File: config.mk
export PLATFORM = sky130hd
export DESIGN_NAME = access_sequencer
export DESIGN_NICKNAME = d
export VERILOG_FILES = /design/src/rtl/memctl_pkg.sv /design/src/rtl/access_sequencer.sv
export SDC_FILE = /design/constraint.sdc
export NUM_CORES = 1
export LEC_CHECK = 0
export BUFFER_PORTS_ARGS = -buffer_cell sky130_fd_sc_hd__buf_2
export CAP_MARGIN = 40
export CORE_UTILIZATION = 30
export DETAILED_ROUTE_END_ITERATION = 8
export GPL_ROUTABILITY_DRIVEN = 0
export GPL_TIMING_DRIVEN = 1
export SLEW_MARGIN = 20
export SYNTH_ARGS = -nofsm -noshare
export SYNTH_HDL_FRONTEND = slang
export SYNTH_SLANG_ARGS = --single-unit
File: constraint.sdc
create_clock -name clk -period 6.2 [get_ports clk]
set_clock_uncertainty 0.2 [all_clocks]
set_input_delay 0.93 -clock clk [delete_from_list [all_inputs] [get_ports clk]]
set_output_delay 0.93 -clock clk [all_outputs]
set_load 0.02 [all_outputs]
File: src/rtl/memctl_pkg.sv
/*
 * Shared types and default sizes for the RV32I memory controller.
 * Address, word and store size types plus the two request payloads.
 */

package memctl_pkg;

    // ========================================================================
    // Basic types
    // ========================================================================

    // Byte address, wraps modulo the memory size inside the controller
    typedef logic [31:0] addr_t;

    // Data or instruction word, little-endian in memory
    typedef logic [31:0] word_t;

    // Store size code, taken straight from funct3
    typedef logic [2:0] size_t;

    localparam size_t SIZE_B = 3'b000;
    localparam size_t SIZE_H = 3'b001;
    localparam size_t SIZE_W = 3'b010;

    // ========================================================================
    // Request payloads
    // ========================================================================

    // Instruction fetch, address only
    typedef struct packed {
        addr_t addr;
    } instr_req_t;

    // Data access, 68 bits in all
    typedef struct packed {
        addr_t addr;
        word_t wdata;
        size_t size;
        logic  we;
    } data_req_t;

    // ========================================================================
    // Defaults for the top-level parameters
    // ========================================================================

    localparam int DEFAULT_MEM_BYTES   = 16384;
    localparam int DEFAULT_INSTR_DELAY = 3;
    localparam int DEFAULT_DATA_DELAY  = 2;

    // Delay counter width, enough for delays of 1 to 7 cycles
    localparam int DELAY_W = 3;

endpackage

File: src/rtl/access_sequencer.sv
/*
 * Access sequencer for the shared memory.
 * Picks the next request, data before fetch, holds it and counts out
 * the per-kind access delay before issuing one op to the memory stage.
 */

`timescale 1ns/1ps

module access_sequencer #(
    parameter int INSTR_DELAY = memctl_pkg::DEFAULT_INSTR_DELAY,
    parameter int DATA_DELAY  = memctl_pkg::DEFAULT_DATA_DELAY
) (
    input  logic                   clk,
    input  logic                   rst_n,

    // Instruction slot
    input  logic                   instr_valid,
    output logic                   instr_ready,
    input  memctl_pkg::instr_req_t instr_payload,

    // Data slot
    input  logic                   data_valid,
    output logic                   data_ready,
    input  memctl_pkg::data_req_t  data_payload,

    // Issue to the memory stage
    output logic                   op_valid,
    output logic                   op_is_instr,
    output memctl_pkg::addr_t      op_addr,
    output memctl_pkg::word_t      op_wdata,
    output memctl_pkg::size_t      op_size,
    output logic                   op_we
);

    typedef logic [memctl_pkg::DELAY_W-1:0] count_t;

    // Counter start values, D-1 so that D=1 issues in the pop cycle's successor
    localparam count_t INSTR_LOAD = count_t'(INSTR_DELAY - 1);
    localparam count_t DATA_LOAD  = count_t'(DATA_DELAY - 1);

    typedef enum logic {
        ST_IDLE,
        ST_ACTIVE
    } state_t;

    state_t            state_q;
    count_t            count_q;
    logic              is_instr_q;
    memctl_pkg::addr_t addr_q;
    memctl_pkg::word_t wdata_q;
    memctl_pkg::size_t size_q;
    logic              we_q;

    logic last_cycle;
    logic can_accept;
    logic pop_data;
    logic pop_instr;

    // ========================================================================
    // Arbitration
    // ========================================================================

    // Final delay cycle, the op goes out now
    assign last_cycle = (state_q == ST_ACTIVE) && (count_q == '0);

    // The slot for the next access is free again once the op issues
    assign can_accept = (state_q == ST_IDLE) || last_cycle;

    // Data wins, at most one ready per cycle
    assign data_ready  = can_accept && data_valid;
    assign instr_ready = can_accept && instr_valid && !data_valid;

    assign pop_data  = data_ready;
    assign pop_instr = instr_ready;

    // ========================================================================
    // State and delay counter
    // ========================================================================

    always_ff @(posedge clk or negedge rst_n) begin
        if (!rst_n) begin
            state_q    <= ST_IDLE;
            count_q    <= '0;
            is_instr_q <= 1'b0;
        end else if (pop_data) begin
            state_q    <= ST_ACTIVE;
            count_q    <= DATA_LOAD;
            is_instr_q <= 1'b0;
        end else if (pop_instr) begin
            state_q    <= ST_ACTIVE;
            count_q    <= INSTR_LOAD;
            is_instr_q <= 1'b1;
        end else if (last_cycle) begin
            state_q <= ST_IDLE;
        end else if (state_q == ST_ACTIVE) begin
            count_q <= count_q - 1'b1;
        end
    end

    // Latched request, held for the whole access
    always_ff @(posedge clk) begin
        if (pop_data) begin
            addr_q  <= data_payload.addr;
            wdata_q <= data_payload.wdata;
            size_q  <= data_payload.size;
            we_q    <= data_payload.we;
        end else if (pop_instr) begin
            addr_q  <= instr_payload.addr;
            wdata_q <= '0;
            size_q  <= memctl_pkg::SIZE_W;
            we_q    <= 1'b0;
        end
    end

    // ========================================================================
    // Issue
    // ========================================================================

    assign op_valid    = last_cycle;
    assign op_is_instr = is_instr_q;
    assign op_addr     = addr_q;
    assign op_wdata    = wdata_q;
    assign op_size     = size_q;
    assign op_we       = we_q;

endmodule

# Word level (Yosys, flattened, before mapping)
# Cells that the tools add are included.
dict set report word_totals {
  ff_bits 73
  inputBits 104
  out_inout_bits 72
  word_cells 38
}
dict set report classes {
  n_addsub 1
  n_eq_ne 1
  muxes 17
  bitwise_logic 1
  reduce_logical 11
}
# cell n
set ops {}
lappend ops {{32-bit two-way mux} 4}
lappend ops {{3-bit two-way mux} 6}
lappend ops {{1-bit two-way mux} 7}
lappend ops {{3-bit nonzero test} 2}
lappend ops {{1-bit logical AND} 4}
lappend ops {{3-bit zero test} 1}
lappend ops {{3-bit != test (second input constant)} 1}
lappend ops {{3-bit by 1-bit subtractor with 3-bit output (second input constant)} 1}
lappend ops {{2-bit AND reduction} 1}
lappend ops {{2-bit nonzero test} 1}
lappend ops {{1-bit zero test} 1}
lappend ops {{1-bit logical OR} 1}
lappend ops {{1-bit inverter} 1}

# Logic depth before layout (Yosys ltp)
dict set report logic_depth {
  depth_word 7
  depth_mapped 7
  mapped_depth_nobuf 5
}

# Least setup slack after synthesis
# Ideal clock, no wire load.
dict set report synth_timing {
  kind {in2reg}
  startpoint {input port data_valid}
  endpoint {register addr_q[0], in the netlist op_addr[0], enable pin}
  setup_ps 516
  arrival_ps 4291
  required_time_ps 5484
  path_slack_ps 1192
  stages 2
  n_path_buf 0
  cell_sequence {nor2_1 a21oi_1}
}
dict set report synth_via {
  elab_chain_cells 3
}
# element line_no
set synth_rtl {}
lappend synth_rtl {{from (decl)} access_sequencer.sv:22} ;# input logic data_valid,
lappend synth_rtl {{1-bit zero test} access_sequencer.sv:71} ;# assign instr_ready = can_accept && instr_valid && !data_valid;
lappend synth_rtl {{1-bit logical AND} access_sequencer.sv:71}
lappend synth_rtl {{2-bit nonzero test (no line) *} -}
lappend synth_rtl {{to (signal assigned)} access_sequencer.sv:103} ;# addr_q <= data_payload.addr;
lappend synth_rtl {{to (signal assigned)} access_sequencer.sv:108} ;# addr_q <= instr_payload.addr;
lappend synth_rtl {{to (decl)} access_sequencer.sv:49} ;# memctl_pkg::addr_t addr_q;
# Mark *: on every way between the ends. The rest lies on a longest branch, timed or not.
# A chain may end at the register's enable or synchronous reset.

# Final worst setup path
dict set report layout_timing {
  startpoint {register count_q[1]}
  endpoint {output port data_ready}
}
dict set report layout_via {
  elab_chain_cells 4
}
# element line_no
set layout_rtl {}
lappend layout_rtl {{from (decl)} access_sequencer.sv:47} ;# count_t count_q;
lappend layout_rtl {{from (signal assigned)} access_sequencer.sv:96} ;# count_q <= count_q - 1'b1;
lappend layout_rtl {{3-bit zero test} access_sequencer.sv:64} ;# assign last_cycle = (state_q == ST_ACTIVE) && (count_q == '0);
lappend layout_rtl {{1-bit logical AND} access_sequencer.sv:64}
lappend layout_rtl {{1-bit logical OR} access_sequencer.sv:67} ;# assign can_accept = (state_q == ST_IDLE) || last_cycle;
lappend layout_rtl {{1-bit logical AND} access_sequencer.sv:70} ;# assign data_ready = can_accept && data_valid;
lappend layout_rtl {{to (decl)} access_sequencer.sv:23} ;# output logic data_ready,
# No other way between the ends.

==> impl_metrics.json <==
{
  "crit_family": "compound AO/OA/AOI/OAI gates",
  "synth_compound_area_share_pct": 1.67,
  "cp_num_buf_inv": 2,
  "yosysSeqAreaShare_pct": 72.5,
  "cpMaxStageDelayCell": "a21boi_4",
  "die_area_sq_um": 10400,
  "ys_seq_elements": 73,
  "crit_end": "data_ready",
  "placedCellCount": 476,
  "fin_crit_sh_pct": 51.4,
  "status": "complete, no violations",
  "fin_nets": 460,
  "dr.max_layer_used": "met4",
  "grt_pass1_wl_um": 9560,
  "hold-worst-slack_ns": 0.189,
  "met3WireLength_um": 651,
  "synthSimpleGateAreaFrac_pct": 9.58,
  "maxCapViolCount": 0,
  "timing.fmax_mhz": 314,
  "rows": 36,
  "num_antenna_cells": 0,
  "grtUsageTotal_pct": 12.5,
  "critPathKind": "flop to output port",
  "synthCells": 173,
  "wire_per_inst_um": 13.0,
  "die_h_um": 102,
  "yosys-mux-area-fraction_pct": 12.7,
  "slew_headroom_pct": 47.9,
  "num_io_pins": 176,
  "met1_length_um": 2640,
  "grt.overflow.total": 0,
  "maxSlewViolCount": 0,
  "yosys.area_share.adder_pct": 0.837,
  "finalSetupViolCount": 0,
  "dr.pass1.iters": 6,
  "area_growth_syn_to_layout_pct": 42.3,
  "reg2reg_slack_ns": 3.42,
  "post_dp_cell_area_sq_um": 4020,
  "layout_common_cells": "buf_2, edfxtp_1, and2_1",
  "antenna_found_initial": 0,
  "fin_setup_tns_ns": 0,
  "start_util_pct": 30.7,
  "routed_wl_um": 6410,
  "final_area_sq_um": 4250,
  "num_vias": 2018,
  "mostFrequentLayoutCell": "buf_2",
  "startpoint_type": "flop",
  "synth_cell_types": 23,
  "cellPowerDensity_nw_per_um2": 428,
  "drtIter0Drc": 37,
  "reg2reg_depth": 6,
  "tightest_slew_ns": 0.779,
  "h-tree-depth": 3,
  "grt_pass1_vias": 1974,
  "clk_pin_slew_ns": 0.08,
  "end_kind": "output port",
  "synth_nets": 279,
  "viasPerCell": 4.10,
  "clk_latency_ns": 0.34,
  "drt.antenna.violating_nets": 0,
  "hold_viol": 0,
  "p_leak_nw": 1.84,
  "worstPathArrival_ns": 2.06,
  "final_util_pct": 43.7,
  "numClockSinks": 73,
  "stdcell_count": 492,
  "yosysWarnings": 0,
  "reg2reg_to": "op_addr[1]",
  "total_power_mw": 1.82,
  "dp.final_hpwl_um": 4710,
  "ctsHoldBuffers": 0,
  "wl_met2_um": 3050,
  "cts_tree": "built",
  "synth_xor_area_share_pct": 0,
  "hold_class": "input pin to async pin",
  "synth_top_family_by_area": "multiplexers",
  "cp_max_fo": 28,
  "cts_buffer_depth": 2,
  "root_buffer": "clkbuf_8",
  "reg2reg_from": "count_q[1]",
  "cp_data_required_time_ns": 5.07,
  "layout_min_cycle_time_ns": 3.19,
  "mappedNetlistArea_sq_um": 2990,
  "dp_slack_ns": 3.02,
  "crit_chain": "inv_1 > ha_1 > nand2b_4 > a21boi_4 > buf_2",
  "cts-resized-gates": 0,
  "rsz0062_at_grt": "no",
  "cpPeakStageDelay_ns": 0.63,
  "die_w_um": 102,
  "syn_avg_cell_area_sq_um": 17.3,
  "grt_max_degree": 43,
  "setup_slack_ns": 3.01,
  "ir_drop_v": 0.000201,
  "drive_gt1_share_pct": 63.2,
  "drcViolationCount": 0,
  "port_buffers": 175,
  "crit_cells": 5,
  "cts_inserted_buffers": 9,
  "coreArea_sq_um": 9730,
  "postCtsSetupRepairBufs": 0,
  "crit_path_start": "count_q[1]"
}
## synthesized netlist by cell type
master     number  share of area [%]
nand2b_1        1               0.21
nand3b_1        1               0.25
edfxtp_1       68                 68
clkbuf_1        1               0.13
inv_1           4               0.50
nand3_1         2               0.33
a21boi_4        1               0.63
nand2_1         2               0.25
mux2_2         32                 12
buf_6           4                1.5
buf_2           2               0.33
nor2b_1         1               0.21
buf_4           1               0.25
and2_1         35                7.3
nand2b_4        1               0.46
nor2_1          2               0.25
a21oi_1         3               0.50
nand4b_1        1               0.29
mux2i_1         2               0.67
dfrtp_1         5                4.2
ha_1            2               0.84
o21bai_1        1               0.25
a2bb2oi_1       1               0.29
## cell type report
cell class,count,area [sq um]
Clock buffer,10,128
Clock inverter,6,106
Fill cell,936,5480
Inverter,4,15.0
Multi-Input combinational cell,88,753
Sequential cell,73,2170
Tap cell,133,166
Timing Repair Buffer,178,918
## worst min-delay path by stage
stage | startpoint | to | slack [ns] | cells after the start
finish | rst_n | op_is_instr | 0.19 | 1
detailed placement | count_q[0] | count_q[0] | 0.29 | 1
global placement | count_q[0] | count_q[0] | 0.28 | 1
floorplan | count_q[0] | count_q[0] | 0.25 | 1
global route | rst_n | op_is_instr | 0.16 | 1
CTS | rst_n | op_is_instr | 0.17 | 1
## flip-flops by register name, indices dropped and copies added, names as in the netlist
signal       cells
op_wdata        32
op_is_instr      1
op_size          3
state_q          1
count_q          3
op_addr         32
op_we            1
## layer usage
layer  track usage [%]  up-vias
met1              14.4      918
met2              20.2      103
li1                  -      988
met4              4.29        0
met3              6.22        9
met5                 0        -
## power breakdown
part / total, mW / switching [mW] / internal [mW]
Clock: 0.440 / 0.174 / 0.266
Sequential: 0.773 / 0.0384 / 0.735
Combinational: 0.607 / 0.382 / 0.225
## logic make-up after synthesis
group	count (synthesis)
mux	34
flops	73
buf+inv	12
simple gates	46
fa+ha+maj	2
compound gates	6
Note: power is estimated with default switching activity, not from simulation.
